## src/hdl/busPkg.sv

```systemverilog
// Internal bus types and address layout shared by the requesters, the arbiter and the slaves
`default_nettype none

package busPkg;

// --------------------------------------------------
// Bus sizing
// --------------------------------------------------
localparam int SLAVE_NUM = 2;
localparam int SLAVE_IDX_BITS = $clog2(SLAVE_NUM);
localparam logic [SLAVE_IDX_BITS-1:0] SLAVE_LAST = SLAVE_IDX_BITS'(SLAVE_NUM - 1);
localparam int ADRS_BITS = 16;

// Slave field on top, register index at the bottom
localparam int SEL_BITS = 4;
localparam int REG_BITS = 2;
localparam logic [REG_BITS-1:0] STATUS_REG = 2'd3;

typedef enum logic {
	cmdWrite = 1'b0,
	cmdRead  = 1'b1
} busCmd_e;

// Command and address share one request word
typedef struct packed {
	busCmd_e               cmd;
	logic [ADRS_BITS-1:0]  adrs;
	logic [31:0]           wd;
} busReq_t;

typedef struct packed {
	logic [31:0]           rd;
	logic [SLAVE_NUM-1:0]  vd;
} busRsp_t;

function automatic logic [SEL_BITS-1:0] adrsSel(input logic [ADRS_BITS-1:0] adrs);
	return adrs[ADRS_BITS-1 -: SEL_BITS];
endfunction

function automatic logic [REG_BITS-1:0] adrsReg(input logic [ADRS_BITS-1:0] adrs);
	return adrs[REG_BITS-1:0];
endfunction

// Build a register address for a slave index
function automatic logic [ADRS_BITS-1:0] makeAdrs(
	input logic [SLAVE_IDX_BITS-1:0] idx,
	input logic [REG_BITS-1:0]       regIdx
);
	logic [ADRS_BITS-1:0] adrs;
	adrs = '0;
	adrs[ADRS_BITS-SEL_BITS +: SLAVE_IDX_BITS] = idx;
	adrs[REG_BITS-1:0] = regIdx;
	return adrs;
endfunction

endpackage

`default_nettype wire

```

## src/hdl/ctrlPkg.sv

```systemverilog
// Host link constants for the UART, the command port and the poller, also used by the testbench
`default_nettype none

package ctrlPkg;

// --------------------------------------------------
// Host frame protocol
// --------------------------------------------------
typedef enum logic [7:0] {
	opWrite = 8'h57,
	opRead  = 8'h52,
	opAuto  = 8'h41
} hostOp_e;

// Single byte replies
localparam logic [7:0] REPLY_ACK = 8'h55;
localparam logic [7:0] REPLY_ERR = 8'hEE;

// Opcode, two address bytes, four data bytes
localparam int FRAME_BYTES = 7;
localparam logic [2:0] FRAME_LAST = 3'(FRAME_BYTES - 1);

// --------------------------------------------------
// Timing
// --------------------------------------------------
localparam int CLKS_PER_BIT = 8;
localparam int BIT_CNT_BITS = $clog2(CLKS_PER_BIT);
localparam logic [BIT_CNT_BITS-1:0] BIT_LAST = BIT_CNT_BITS'(CLKS_PER_BIT - 1);
localparam logic [BIT_CNT_BITS-1:0] BIT_HALF = BIT_CNT_BITS'(CLKS_PER_BIT / 2 - 1);

localparam int POLL_PERIOD = 64;
localparam int POLL_CNT_BITS = $clog2(POLL_PERIOD);
localparam logic [POLL_CNT_BITS-1:0] POLL_LAST = POLL_CNT_BITS'(POLL_PERIOD - 1);

endpackage

`default_nettype wire

```

## src/hdl/uartLink.sv

```systemverilog
// Serial byte link to the host, strobes each received byte and sends one byte per strobe
`default_nettype none

module uartLink (
	input  wire logic        sysClk,
	input  wire logic        rstN,
	input  wire logic        uartRx,
	output logic             uartTx,
	output logic [7:0]       rxByte,
	output logic             rxStb,
	input  wire logic [7:0]  txByte,
	input  wire logic        txStb,
	output logic             txBusy
);

// --------------------------------------------------
// Receiver
// --------------------------------------------------
typedef enum logic [1:0] {rxIdle, rxStart, rxData, rxStop} rxState_e;

rxState_e                         rxState;
logic                             rxMeta;
logic                             rxSync;
logic [ctrlPkg::BIT_CNT_BITS-1:0] rxCnt;
logic [2:0]                       rxBitIdx;
logic [7:0]                       rxShift;

// Shift register holds the finished byte while rxStb is high
assign rxByte = rxShift;

always_ff @(posedge sysClk or negedge rstN)
begin
	if (!rstN)
	begin
		rxMeta   <= 1'b1;
		rxSync   <= 1'b1;
		rxState  <= rxIdle;
		rxCnt    <= '0;
		rxBitIdx <= '0;
		rxShift  <= '0;
		rxStb    <= 1'b0;
	end
	else
	begin
		// Two flop synchronizer
		rxMeta <= uartRx;
		rxSync <= rxMeta;
		rxStb  <= 1'b0;
		rxCnt  <= rxCnt + 1'b1;
		case (rxState)
			rxIdle:
			begin
				rxCnt <= '0;
				if (!rxSync)
					rxState <= rxStart;
			end
			rxStart:
			begin
				// Middle of start bit, glitch goes back to idle
				if (rxCnt == ctrlPkg::BIT_HALF)
				begin
					rxCnt    <= '0;
					rxBitIdx <= '0;
					rxState  <= rxSync ? rxIdle : rxData;
				end
			end
			rxData:
			begin
				if (rxCnt == ctrlPkg::BIT_LAST)
				begin
					// LSB first
					rxShift  <= {rxSync, rxShift[7:1]};
					rxBitIdx <= rxBitIdx + 1'b1;
					if (rxBitIdx == 3'd7)
						rxState <= rxStop;
				end
			end
			default:
			begin
				// Mid stop bit, no framing check
				if (rxCnt == ctrlPkg::BIT_LAST)
				begin
					rxStb   <= 1'b1;
					rxState <= rxIdle;
				end
			end
		endcase
	end
end

// --------------------------------------------------
// Transmitter
// --------------------------------------------------
logic [9:0]                       txShift;
logic [ctrlPkg::BIT_CNT_BITS-1:0] txCnt;
logic [3:0]                       txBitIdx;

// Idle line is high since ones shift in behind the frame
assign uartTx = txShift[0];

always_ff @(posedge sysClk or negedge rstN)
begin
	if (!rstN)
	begin
		txShift  <= '1;
		txCnt    <= '0;
		txBitIdx <= '0;
		txBusy   <= 1'b0;
	end
	else if (!txBusy)
	begin
		if (txStb)
		begin
			// Stop, data, start
			txShift  <= {1'b1, txByte, 1'b0};
			txCnt    <= '0;
			txBitIdx <= '0;
			txBusy   <= 1'b1;
		end
	end
	else if (txCnt == ctrlPkg::BIT_LAST)
	begin
		txCnt    <= '0;
		txShift  <= {1'b1, txShift[9:1]};
		txBitIdx <= txBitIdx + 1'b1;
		// Busy until the stop bit has run its full length
		if (txBitIdx == 4'd9)
			txBusy <= 1'b0;
	end
	else
		txCnt <= txCnt + 1'b1;
end

endmodule

`default_nettype wire

```

## src/hdl/hostCommandPort.sv

```systemverilog
// Host command port, turns UART frames into bus cycles or snapshot reads and sends the reply bytes
`default_nettype none

module hostCommandPort (
	input  wire logic                          sysClk,
	input  wire logic                          rstN,
	input  wire logic [7:0]                    rxByte,
	input  wire logic                          rxStb,
	output logic [7:0]                         txByte,
	output logic                               txStb,
	input  wire logic                          txBusy,
	output logic                               req,
	output busPkg::busReq_t                    reqBus,
	input  wire logic                          done,
	input  wire busPkg::busRsp_t               rsp,
	output logic [busPkg::SLAVE_IDX_BITS-1:0]  snapSel,
	input  wire logic [31:0]                   snapRd
);

typedef enum logic [2:0] {stIdle, stCollect, stBusWait, stReply, stSendBytes} state_e;

state_e                       state;
logic [2:0]                   byteCnt;
logic [47:0]                  frameSr;
logic [55:0]                  frame;
logic [7:0]                   frameOp;
logic [busPkg::ADRS_BITS-1:0] frameAdrs;
logic [31:0]                  frameData;
logic [busPkg::SEL_BITS-1:0]  frameSel;
logic [31:0]                  txData;
logic [2:0]                   txLen;

// Whole frame including the byte arriving now
assign frame     = {frameSr, rxByte};
assign frameOp   = frame[55:48];
assign frameAdrs = frame[47:32];
assign frameData = frame[31:0];
assign frameSel  = busPkg::adrsSel(frameAdrs);

always_ff @(posedge sysClk or negedge rstN)
begin
	if (!rstN)
	begin
		state   <= stIdle;
		byteCnt <= '0;
		frameSr <= '0;
		req     <= 1'b0;
		reqBus  <= '0;
		snapSel <= '0;
		txData  <= '0;
		txLen   <= '0;
		txByte  <= '0;
		txStb   <= 1'b0;
	end
	else
	begin
		txStb <= 1'b0;
		case (state)
			stIdle:
			begin
				if (rxStb)
				begin
					frameSr <= {frameSr[39:0], rxByte};
					byteCnt <= 3'd1;
					state   <= stCollect;
				end
			end
			stCollect:
			begin
				if (rxStb)
				begin
					frameSr <= {frameSr[39:0], rxByte};
					byteCnt <= byteCnt + 3'd1;
					if (byteCnt == ctrlPkg::FRAME_LAST)
					begin
						// Last byte in, decode opcode
						case (frameOp)
							ctrlPkg::opWrite, ctrlPkg::opRead:
							begin
								reqBus.cmd  <= (frameOp == ctrlPkg::opWrite) ?
									busPkg::cmdWrite : busPkg::cmdRead;
								reqBus.adrs <= frameAdrs;
								reqBus.wd   <= frameData;
								req         <= 1'b1;
								state       <= stBusWait;
							end
							ctrlPkg::opAuto:
							begin
								// Snapshot path, bus untouched
								snapSel <= frameSel[busPkg::SLAVE_IDX_BITS-1:0];
								state   <= stReply;
							end
							default:
							begin
								txData <= {ctrlPkg::REPLY_ERR, 24'd0};
								txLen  <= 3'd1;
								state  <= stSendBytes;
							end
						endcase
					end
				end
			end
			stBusWait:
			begin
				// Request held until the arbiter's done pulse
				if (done)
				begin
					req   <= 1'b0;
					state <= stSendBytes;
					if (rsp.vd == '0)
					begin
						// Nobody answered, unmapped slave
						txData <= {ctrlPkg::REPLY_ERR, 24'd0};
						txLen  <= 3'd1;
					end
					else if (reqBus.cmd == busPkg::cmdWrite)
					begin
						txData <= {ctrlPkg::REPLY_ACK, 24'd0};
						txLen  <= 3'd1;
					end
					else
					begin
						txData <= rsp.rd;
						txLen  <= 3'd4;
					end
				end
			end
			stReply:
			begin
				txData <= snapRd;
				txLen  <= 3'd4;
				state  <= stSendBytes;
			end
			default:
			begin
				// MSB first, one byte per free transmitter
				if (txLen == 3'd0)
					state <= stIdle;
				else if (!txBusy && !txStb)
				begin
					txByte <= txData[31:24];
					txStb  <= 1'b1;
					txData <= {txData[23:0], 8'd0};
					txLen  <= txLen - 3'd1;
				end
			end
		endcase
	end
end

endmodule

`default_nettype wire

```

## src/hdl/autoPoller.sv

```systemverilog
// Periodic status poller, reads each slave's status register in turn and serves the snapshots
`default_nettype none

module autoPoller (
	input  wire logic                               sysClk,
	input  wire logic                               rstN,
	output logic                                    req,
	output busPkg::busReq_t                         reqBus,
	input  wire logic                               done,
	input  wire busPkg::busRsp_t                    rsp,
	input  wire logic [busPkg::SLAVE_IDX_BITS-1:0]  snapSel,
	output logic [31:0]                             snapRd
);

logic [ctrlPkg::POLL_CNT_BITS-1:0] periodCnt;
logic [busPkg::SLAVE_IDX_BITS-1:0] curSlave;
logic [31:0]                       snap [busPkg::SLAVE_NUM];

always_ff @(posedge sysClk or negedge rstN)
begin
	if (!rstN)
	begin
		periodCnt <= '0;
		curSlave  <= '0;
		req       <= 1'b0;
		reqBus    <= '0;
	end
	else
	begin
		// Free running period
		periodCnt <= (periodCnt == ctrlPkg::POLL_LAST) ? '0 : periodCnt + 1'b1;
		if (periodCnt == ctrlPkg::POLL_LAST && !req)
		begin
			req         <= 1'b1;
			reqBus.cmd  <= busPkg::cmdRead;
			reqBus.adrs <= busPkg::makeAdrs(curSlave, busPkg::STATUS_REG);
			reqBus.wd   <= '0;
		end
		else if (done)
		begin
			// Next slave on the next period
			req      <= 1'b0;
			curSlave <= (curSlave == busPkg::SLAVE_LAST) ? '0 : curSlave + 1'b1;
		end
	end
end

// Latest status word per slave
always_ff @(posedge sysClk)
begin
	if (done)
		snap[curSlave] <= rsp.rd;
end

assign snapRd = snap[snapSel];

endmodule

`default_nettype wire

```

## src/hdl/busArbiter.sv

```systemverilog
// Bus arbiter, grants the bus with host priority, issues one cycle and returns the combined reply
`default_nettype none

module busArbiter (
	input  wire logic                                   sysClk,
	input  wire logic                                   rstN,
	input  wire logic                                   hostReq,
	input  wire busPkg::busReq_t                        hostBus,
	output logic                                        hostDone,
	input  wire logic                                   pollReq,
	input  wire busPkg::busReq_t                        pollBus,
	output logic                                        pollDone,
	output busPkg::busRsp_t                             rsp,
	output busPkg::busReq_t                             bus,
	output logic                                        wCke,
	input  wire busPkg::busRsp_t [busPkg::SLAVE_NUM-1:0] slaveRsp
);

typedef enum logic [1:0] {arbIdle, arbIssue, arbCollect, arbFinish} arbState_e;

arbState_e       state;
logic            hostOwns;
busPkg::busRsp_t rspOr;

// Idle slaves drive zero so a plain OR merges the replies
always_comb
begin
	rspOr = '0;
	for (int i = 0; i < busPkg::SLAVE_NUM; i++)
	begin
		rspOr = rspOr | slaveRsp[i];
	end
end

// --------------------------------------------------
// Grant and cycle sequence
// --------------------------------------------------
always_ff @(posedge sysClk or negedge rstN)
begin
	if (!rstN)
	begin
		state    <= arbIdle;
		hostOwns <= 1'b0;
		bus      <= '0;
		wCke     <= 1'b0;
		rsp      <= '0;
		hostDone <= 1'b0;
		pollDone <= 1'b0;
	end
	else
	begin
		case (state)
			arbIdle:
			begin
				// Host first, poller waits
				if (hostReq)
				begin
					hostOwns <= 1'b1;
					bus      <= hostBus;
					wCke     <= 1'b1;
					state    <= arbIssue;
				end
				else if (pollReq)
				begin
					hostOwns <= 1'b0;
					bus      <= pollBus;
					wCke     <= 1'b1;
					state    <= arbIssue;
				end
			end
			arbIssue:
			begin
				// Strobe lasts one cycle only
				wCke  <= 1'b0;
				state <= arbCollect;
			end
			arbCollect:
			begin
				rsp      <= rspOr;
				hostDone <= hostOwns;
				pollDone <= !hostOwns;
				state    <= arbFinish;
			end
			default:
			begin
				hostDone <= 1'b0;
				pollDone <= 1'b0;
				state    <= arbIdle;
			end
		endcase
	end
end

endmodule

`default_nettype wire

```

## src/hdl/regSlave.sv

```systemverilog
// Register slave on the internal bus, three read/write words and a write counting status word
`default_nettype none

module regSlave #(
	parameter int slaveId = 0
)(
	input  wire logic             sysClk,
	input  wire logic             rstN,
	input  wire busPkg::busReq_t  bus,
	input  wire logic             wCke,
	output busPkg::busRsp_t       rsp
);

logic [busPkg::REG_BITS-1:0] regIdx;
logic                        hit;
logic                        wrHit;
logic [31:0]                 regFile [3];
logic [31:0]                 writeCnt;
logic [31:0]                 rdData;

// Address decode
assign regIdx = busPkg::adrsReg(bus.adrs);
assign hit    = wCke && (busPkg::adrsSel(bus.adrs) == slaveId[busPkg::SEL_BITS-1:0]);
// Status word is read only
assign wrHit  = hit && (bus.cmd == busPkg::cmdWrite) && (regIdx != busPkg::STATUS_REG);

always_ff @(posedge sysClk)
begin
	if (wrHit)
	begin
		case (regIdx)
			2'd0:    regFile[0] <= bus.wd;
			2'd1:    regFile[1] <= bus.wd;
			default: regFile[2] <= bus.wd;
		endcase
	end
end

always_comb
begin
	case (regIdx)
		2'd0:    rdData = regFile[0];
		2'd1:    rdData = regFile[1];
		2'd2:    rdData = regFile[2];
		default: rdData = writeCnt;
	endcase
end

always_ff @(posedge sysClk or negedge rstN)
begin
	if (!rstN)
	begin
		writeCnt <= '0;
		rsp      <= '0;
	end
	else
	begin
		if (wrHit)
			writeCnt <= writeCnt + 32'd1;
		// Reply for one cycle after the strobe, zero otherwise
		rsp <= '0;
		if (hit)
		begin
			rsp.vd[slaveId] <= 1'b1;
			if (bus.cmd == busPkg::cmdRead)
				rsp.rd <= rdData;
		end
	end
end

endmodule

`default_nettype wire

```

## src/hdl/microControllerBlock.sv

```systemverilog
// Top level bus master block, UART pins outside, host command and auto poll requesters inside
`default_nettype none

module microControllerBlock (
	input  wire logic  sysClk,
	input  wire logic  rstN,
	input  wire logic  uartRx,
	output wire logic  uartTx
);

// --------------------------------------------------
// Host UART path
// --------------------------------------------------
wire logic [7:0]                          rxByte;
wire logic                                rxStb;
wire logic [7:0]                          txByte;
wire logic                                txStb;
wire logic                                txBusy;

// Requesters toward the arbiter
wire logic                                hostReq;
wire busPkg::busReq_t                     hostBus;
wire logic                                hostDone;
wire logic                                pollReq;
wire busPkg::busReq_t                     pollBus;
wire logic                                pollDone;
wire busPkg::busRsp_t                     arbRsp;
wire logic [busPkg::SLAVE_IDX_BITS-1:0]   snapSel;
wire logic [31:0]                         snapRd;

// Shared bus
wire busPkg::busReq_t                     bus;
wire logic                                wCke;
wire busPkg::busRsp_t [busPkg::SLAVE_NUM-1:0] slaveRsp;

uartLink uartLink_inst (
	.sysClk  (sysClk),
	.rstN    (rstN),
	.uartRx  (uartRx),
	.uartTx  (uartTx),
	.rxByte  (rxByte),
	.rxStb   (rxStb),
	.txByte  (txByte),
	.txStb   (txStb),
	.txBusy  (txBusy)
);

// Manual path
hostCommandPort hostCommandPort_inst (
	.sysClk   (sysClk),
	.rstN     (rstN),
	.rxByte   (rxByte),
	.rxStb    (rxStb),
	.txByte   (txByte),
	.txStb    (txStb),
	.txBusy   (txBusy),
	.req      (hostReq),
	.reqBus   (hostBus),
	.done     (hostDone),
	.rsp      (arbRsp),
	.snapSel  (snapSel),
	.snapRd   (snapRd)
);

// Automatic path
autoPoller autoPoller_inst (
	.sysClk   (sysClk),
	.rstN     (rstN),
	.req      (pollReq),
	.reqBus   (pollBus),
	.done     (pollDone),
	.rsp      (arbRsp),
	.snapSel  (snapSel),
	.snapRd   (snapRd)
);

busArbiter busArbiter_inst (
	.sysClk    (sysClk),
	.rstN      (rstN),
	.hostReq   (hostReq),
	.hostBus   (hostBus),
	.hostDone  (hostDone),
	.pollReq   (pollReq),
	.pollBus   (pollBus),
	.pollDone  (pollDone),
	.rsp       (arbRsp),
	.bus       (bus),
	.wCke      (wCke),
	.slaveRsp  (slaveRsp)
);

// One register slave per slave field value
for (genvar i = 0; i < busPkg::SLAVE_NUM; i++)
begin : slaveGen
	regSlave #(
		.slaveId  (i)
	) regSlave_inst (
		.sysClk  (sysClk),
		.rstN    (rstN),
		.bus     (bus),
		.wCke    (wCke),
		.rsp     (slaveRsp[i])
	);
end

endmodule

`default_nettype wire

```

## config.mk

```make
export PLATFORM = sky130hd
export DESIGN_NAME = microControllerBlock
export DESIGN_NICKNAME = d
export VERILOG_FILES = /design/src/hdl/busPkg.sv /design/src/hdl/ctrlPkg.sv /design/src/hdl/uartLink.sv /design/src/hdl/hostCommandPort.sv /design/src/hdl/autoPoller.sv /design/src/hdl/busArbiter.sv /design/src/hdl/regSlave.sv /design/src/hdl/microControllerBlock.sv
export SDC_FILE = /design/constraint.sdc
export NUM_CORES = 1
export LEC_CHECK = 0
export ABC_AREA = 0
export BUFFER_PORTS_ARGS = -buffer_cell sky130_fd_sc_hd__buf_2
export CAP_MARGIN = 15
export CORE_MARGIN = 3
export CORE_UTILIZATION = 65
export CTS_CLUSTER_DIAMETER = 30
export DETAILED_ROUTE_END_ITERATION = 12
export GPL_ROUTABILITY_DRIVEN = 0
export GPL_TIMING_DRIVEN = 0
export PLACE_DENSITY_LB_ADDON = 0.1
export SYNTH_ARGS = -nofsm -noshare
export SYNTH_HDL_FRONTEND = slang
export SYNTH_SLANG_ARGS = --single-unit
```

## constraint.sdc

```tcl
create_clock -name sysClk -period 11.9 [get_ports sysClk]
set_input_delay 1.19 -clock sysClk [delete_from_list [all_inputs] [get_ports sysClk]]
set_output_delay 1.19 -clock sysClk [all_outputs]
set_load 0.02 [all_outputs]
```

==> results of run 1 <==
final cells by class:
| class | instances | area (µm²) | share of cell area [%] |
|---|---|---|---|
| inverter | 29 | 109 | 0.355 |
| sequential | 650 | 17600 | 57.2 |
| timing repair buffer | 25 | 322 | 1.05 |
| buffer | 100 | 413 | 1.35 |
| clock buffer | 139 | 3110 | 10.1 |
| multi-input combinational | 1100 | 7700 | 25.1 |
| tap | 518 | 648 | 2.11 |
| clock inverter | 81 | 811 | 2.64 |
placed cells by master (no fill, tap or decap), types with 55 or more instances in the layout:
cell type	count
nand3_1	71
dfrtp_1	383
o21ai_0	55
clkbuf_1	87
edfxtp_1	256
mux4_2	64
nor2_1	96
and3_1	72
nand2_1	332
clkbuf_16	119
mux2_2	77
routing by layer:
layer  share of wire [%]  GRT usage, %  vias up
li1                    -             -     7122
met1                  39          39.8     8287
met2                  51          50.2      632
met3                 6.3          5.20      160
met4                 4.0          12.8        0
met5                   0             0        -
report_power, final:
part           total, mW  switching (mW)  internal [mW]
Combinational      0.151           0.105         0.0462
Clock               3.25            1.15           2.10
Sequential          2.35          0.0110           2.34
Total               5.75            1.27           4.48
metrics by stage:
| stage | util [%] | hold slack (ns) | instances | area [µm²] |
|---|---|---|---|---|
| floorplan | - | 0.345 | 1879 | 25700 |
| global placement | 67.8 | 0.347 | 2400 | 26400 |
| detailed placement | 68.7 | 0.347 | 2422 | 26800 |
| CTS | 78.8 | 0.354 | 2642 | 30700 |
| global route | 78.8 | 0.356 | 2642 | 30700 |
| finish | 78.8 | 0.353 | 2642 | 30700 |
kinds of logic after synthesis:
kind of cell / synth area share (%)
adders and majority gates: 1.17
AOI/OAI and AO/OA: 4.76
xor gates and xnor gates: 2.35
and+or+nand+nor: 11.7
DFF: 68.2
buffers and inverters: 2.03
muxes: 9.71
final timing paths:
path	startpoint	endpoint	cells after the start
max	busArbiter_inst.bus[33]$_DFFE_PN0P_	slaveGen[1].regSlave_inst.regFile[0][74]$_DFFE_PP_	8
min	uartLink_inst.rxMeta$_DFF_PN1_	uartLink_inst.rxSync$_DFF_PN1_	0
max reg2reg	busArbiter_inst.bus[33]$_DFFE_PN0P_	slaveGen[1].regSlave_inst.regFile[0][74]$_DFFE_PP_	8
min reg2reg	uartLink_inst.rxMeta$_DFF_PN1_	uartLink_inst.rxSync$_DFF_PN1_	0
max in group asynchronous	rstN	busArbiter_inst.bus[18]$_DFFE_PN0P_	2
min in group asynchronous	rstN	uartLink_inst.txCnt[0]$_DFFE_PN0N_	1
registers in the layout (all words and copies together) (netlist names), 4 cells and up:
register and flops:
busArbiter_inst.bus 39, uartLink_inst.txShift 9, autoPoller_inst.snap 64, busArbiter_inst.rsp 34, hostCommandPort_inst.frameSr 48, autoPoller_inst.periodCnt 6, uartLink_inst.txBitIdx 4, slaveGen.regSlave_inst.regFile 192
slaveGen.regSlave_inst.writeCnt 64, uartLink_inst.rxByte 8, hostCommandPort_inst.txByte 8, hostCommandPort_inst.reqBus 39, hostCommandPort_inst.txData 32, slaveGen.regSlave_inst.rsp 66
critical path: stages (launching register included):
cell and delay, ns:
dfrtp_1 0.33, clkbuf_1 0.36, clkbuf_1 0.57, buf_1 0.65
inv_1 0.27, nor4_2 0.58, buf_4 0.26, buf_4 0.18
buf_4 0.19
==> metrics.yaml, run 1 <==
clk_latency_ns: 0.66
synth_seq_cells: 650
synth_cell_type_count: 57
yosys-top-cells-count: "383 x dfrtp_1, 332 x nand2_1, 256 x edfxtp_1"
num_io_pins: 4
synth_area_leaders: "dfrtp_1 37%, edfxtp_1 30%, mux4_2 5.6%"
fillers: 2172
final_nets: 2048
h-tree-depth: 3
crit_type: "reg -> reg"
place_ws_ns: 8.33
final_layout_size_suffix_gt1_share_pct: 19.4
drt-initial-drc-count: 1588
rsz0062_at_grt: "no"
cts_root_buf: "clkbuf_16"
ctsHoldBuffers: 0
setup_viol_count_final: 0
vias: 16200
crit_path_end_kind: "flop"
crit_fanout: 10
portBuffers: 3
drt_wl_total_mm: 60.7
r2r_setup_slack_ns: 8.21
relSlewSlack_pct: 22.4
hpwl_mm: 38.5
die_h_um: 205
diodes: 0
cts_resized: 0
setup_tns_ns: 0
drt-pass1-iter-count: 5
hold_viol_final: 0
synth_edf_count: 256
ir_worst_vdd_v: 0.000146
synth_nets: 1906
layout_min_cycle_time_ns: 3.69
postRouteAntennaNets: 0
worstSetupStartpointType: "flop"
die_area_mm2: 0.0420
drv_cap: 0
initial_core_util_pct: 66.1
async_reset_ff_share_pct: 60.6
timing.fmax_mhz: 271
core_area_mm2: 0.0389
antenna_found_initial: 0
first_global_vias: 16900
drc: 0
post-cts-setup-buffer-count: 0
cts_made_buffers: 115
grt_pass1_wl_mm: 95.7
yosysMostFrequentCell: "dfrtp_1"
via_per_inst: 6.13
hp-class: "reg -> reg"
p_total_mw: 5.75
grt_max_degree: 128
syn_inst: 1879
synth_ff_type: "dfrtp_1"
worst_pin_slew_ns: 1.16
clock_path_buffers: 3
crit_required_ns: 12.25
powerDensity_mw_per_mm2: 187
slew_violations: 0
gr-total-overflow: 0
clock-sinks: 650
arrival_ns: 4.04
syn_area_mm2: 0.0257
num_rows: 72
leakagePower_nw: 12.4
die_w_um: 205
fin_ws_ns: 8.21
cts_tree: "done"
yosys.area.top_type: "dfrtp_1"
wl_per_cell_um: 23.0
status: "finished, final reports clean"
synth_warnings: 0
avgSynthCellArea_um2: 13.7
clk_pin_slew_worst_paths_ns: 0.05
grt_usage_pct: 30.1
ys_seq_area_share_pct: 68.2
area_growth_pct: 19.2
fin_skew_ns: 0.0236
period_share_pct: 31.0
synth_top_area_share_pct: 37.2
Power figures use the tool's default switching activity.
==> run 2: changes to the inputs <==
--- a/config.mk
+++ b/config.mk
@@ -9,7 +9,7 @@
 export BUFFER_PORTS_ARGS = -buffer_cell sky130_fd_sc_hd__buf_2
 export CAP_MARGIN = 15
 export CORE_MARGIN = 3
-export CORE_UTILIZATION = 65
+export CORE_UTILIZATION = 63
 export CTS_CLUSTER_DIAMETER = 30
 export DETAILED_ROUTE_END_ITERATION = 12
 export GPL_ROUTABILITY_DRIVEN = 0
==> constraint.sdc (replaced) <==
create_clock -name sysClk -period 3.79 [get_ports sysClk]
set_input_delay 0.379 -clock sysClk [delete_from_list [all_inputs] [get_ports sysClk]]
set_output_delay 0.379 -clock sysClk [all_outputs]
set_load 0.02 [all_outputs]
==> run 2 against run 1 <==
  * Utilization decreased by 1.2 points
  * Flip-flop and latch count unchanged
  * Combinational power increased to 3.2 times the previous value
  * Maximum frequency increased by 3.2%
  * Design area increased by 1.2%
  * Cell count increased by 0.26%
  * First-iteration DRC count decreased by 3.3%
  * Critical path depth decreased by 2
  * Sequential power increased to 3.1 times the previous value
  * Wire length increased by 1.3%
  * Largest power group unchanged
==> metrics.yaml, run 2 (same netlist as run 1, synthesis figures left out) <==
cts_made_buffers: 118  # +2.6%
sw_frac_of_total_pct: 21.1  # -0.98 points
hpwl_mm: 39.1  # +1.5%
powerDensity_mw_per_mm2: 608  # +220%
setup_viol_count_final: 0  # unchanged
r2r_start: "busArbiter_inst.bus[33]$_DFFE_PN0P_"
drt_wl_total_mm: 61.5  # +1.3%
area_growth_pct: 20.7
drc: 0  # unchanged
fin_util_pct: 77.6  # -1.2 points
core_area_mm2: 0.0400  # +2.8%
arrival_ns: 3.90  # -0.14 ns
period_share_pct: 94.4  # +63 points
initial_core_util_pct: 64.3  # -1.8 points
diodes: 0  # unchanged
design_area_mm2: 0.0310  # +1.2%
crit_fanout: 13  # +3
crit_type: "reg -> reg"
crit_path_end_kind: "flop"
path_cells: "clkbuf_1 -> clkbuf_1 -> buf_1 -> inv_1 -> nor4_4 -> buf_6"
cp_top_family: "buffers and inverters"
clock-sinks: 650  # unchanged
num_rows: 73  # +1.4%
drt-initial-drc-count: 1536  # -3.3%
setup_tns_ns: 0  # unchanged
critPathMaxStageDelay_ns: 0.82  # +0.17 ns
cp.buffers_inverters: 5  # -2
p_int_mw: 14.9  # +230%
timing.fmax_mhz: 279  # +3.2%
fin_ws_ns: 0.211  # -8.00 ns
crit_slowest_cell: "nor4_4"
clk_pin_slew_worst_paths_ns: 0.05  # about the same
relSlewSlack_pct: 18.0  # -4.3 points
first_global_vias: 17200  # +2.0%
ir_worst_vdd_v: 0.000871  # +500%
wl_per_cell_um: 23.2  # +1.0%
vias: 16300  # +0.48%
clock_path_buffers: 3  # unchanged
worstSetupStartpointType: "flop"
portBuffers: 3  # unchanged
path_common_cell: "clkbuf_1"
final_layout_size_suffix_gt1_share_pct: 19.3  # -0.094 points
gr-total-overflow: 0  # unchanged
antenna_found_initial: 0  # unchanged
regMostFlops: "slaveGen.regSlave_inst.regFile"
final_cell_mix: "383 x dfrtp_1, 332 x nand2_1, 256 x edfxtp_1"
die_area_mm2: 0.0433  # +3.1%
place_ws_ns: 0.222  # -8.10 ns
worst_pin_slew_ns: 1.22  # +0.0579 ns
power.switching_mw: 3.98  # +210%
final_nets: 2045  # -0.15%
layout_min_cycle_time_ns: 3.58  # -0.113 ns
postRouteAntennaNets: 0  # unchanged
hold_viol_final: 0  # unchanged
biggestRegsByFlops: "slaveGen.regSlave_inst.regFile x192, slaveGen.regSlave_inst.rsp x66"
slew_violations: 0  # unchanged
die_h_um: 208  # +1.5%
rsz0062_at_grt: "no"
h-tree-depth: 3  # unchanged
final_common_cell: "dfrtp_1"
r2r_end: "slaveGen[1].regSlave_inst.regFile[0][83]$_DFFE_PP_"
seqPwrFrac_pct: 39.0  # -1.8 points
cts_tree: "done"
dpl_cell_area_mm2: 0.0268  # +0.13%
num_io_pins: 4  # unchanged
r2r_setup_slack_ns: 0.21  # -8.00 ns
grt_max_degree: 115  # -10%
hp-class: "in -> async"
via_per_inst: 6.14  # +0.21%
die_w_um: 208  # +1.5%
fin_skew_ns: 0.0213  # -0.00226 ns
r2r.worst_path.cells: 6  # -2
grt_usage_pct: 29.0  # -1.1 points
leakagePower_nw: 12.5  # +0.92%
drv_cap: 0  # unchanged
critPathLaunch: "busArbiter_inst.bus[33]$_DFFE_PN0P_"
clk_latency_ns: 0.64  # -0.02 ns
status: "finished, final reports clean"
power_frac_comb_pct: 2.5  # about the same
pwr-share-clk_pct: 58.4  # +1.9 points
largest_reg_flops: 192  # unchanged
cts_resized: 0  # unchanged
crit_required_ns: 4.11  # -8.14 ns
cts_root_buf: "clkbuf_16"
drt-pass1-iter-count: 8  # +3
grt_pass1_wl_mm: 97.5  # +1.9%
[run 2: changes by cell type in the layout (fill, tap and decap cells not counted), moves of 3 or more]
cell and change:
bufinv_16 +10, clkinvlp_4 +3, buf_4 -11, inv_8 -6
clkbuf_16 +5, inv_6 -5
[run 2: cell type report]
class | count | area, µm²
plain buffers | 100 | 413
clock buffers | 141 | 3220
clock inverters | 85 | 1030
fillers | 2266 | 8960
inverters | 29 | 109
multi-input cells | 1100 | 7730
flip-flops and latches | 650 | 17600
well taps | 525 | 657
repair buffers | 19 | 338
[run 2: repair_timing]
action / in CTS / in global routing
endpoints found under the setup margin: 0 / 0
hold endpoints to repair: 82 / 0
hold buffers: 2 / 0
setup buffers: 0 / 0
[run 2: power groups by stage]
stage | clock network (mW) | registers, mW | logic (mW)
floorplan | 0 | 7.48 | 0.288
global placement | 0 | 7.49 | 0.444
detailed placement | 0 | 7.49 | 0.478
CTS | 11.1 | 7.37 | 0.483
global route | 11.5 | 7.37 | 0.543
finish | 11.0 | 7.37 | 0.477
[run 2: metrics by stage]
stage	hold slack, ns	total power [mW]	cells
2_1_floorplan	0.0834	7.77	1879
3_3_place_gp	0.346	7.94	2407
3_5_place_dp	0.347	7.97	2421
4_1_cts	0.351	18.9	2649
5_1_grt	0.362	19.4	2649
6_report	0.336	18.9	2649
[run 2: how the worst max path moves through the flow]
| stage | endpoint | slack [ns] | depth (start not counted) |
|---|---|---|---|
| after floorplan | slaveGen[1].regSlave_inst.regFile[0][64]$_DFFE_PP_ | 0.11 | 5 |
| after global placement | slaveGen[0].regSlave_inst.writeCnt[14]$_DFFE_PN0P_ | -5.28 | 1 |
| after detailed placement | slaveGen[1].regSlave_inst.regFile[0][82]$_DFFE_PP_ | 0.22 | 6 |
| after CTS | slaveGen[1].regSlave_inst.regFile[0][83]$_DFFE_PP_ | 0.22 | 6 |
| after global routing | slaveGen[1].regSlave_inst.regFile[0][82]$_DFFE_PP_ | 0.03 | 6 |
| final | slaveGen[1].regSlave_inst.regFile[0][83]$_DFFE_PP_ | 0.21 | 6 |
[run 2: per-layer routing]
metal  part of all wire [%]  vias up  GRT usage, %
met4                    4.1        0          12.0
met1                     39     8386          37.9
met5                      0        -             0
met2                     51      621          48.8
li1                       -     7094             -
met3                    5.8      177          5.38
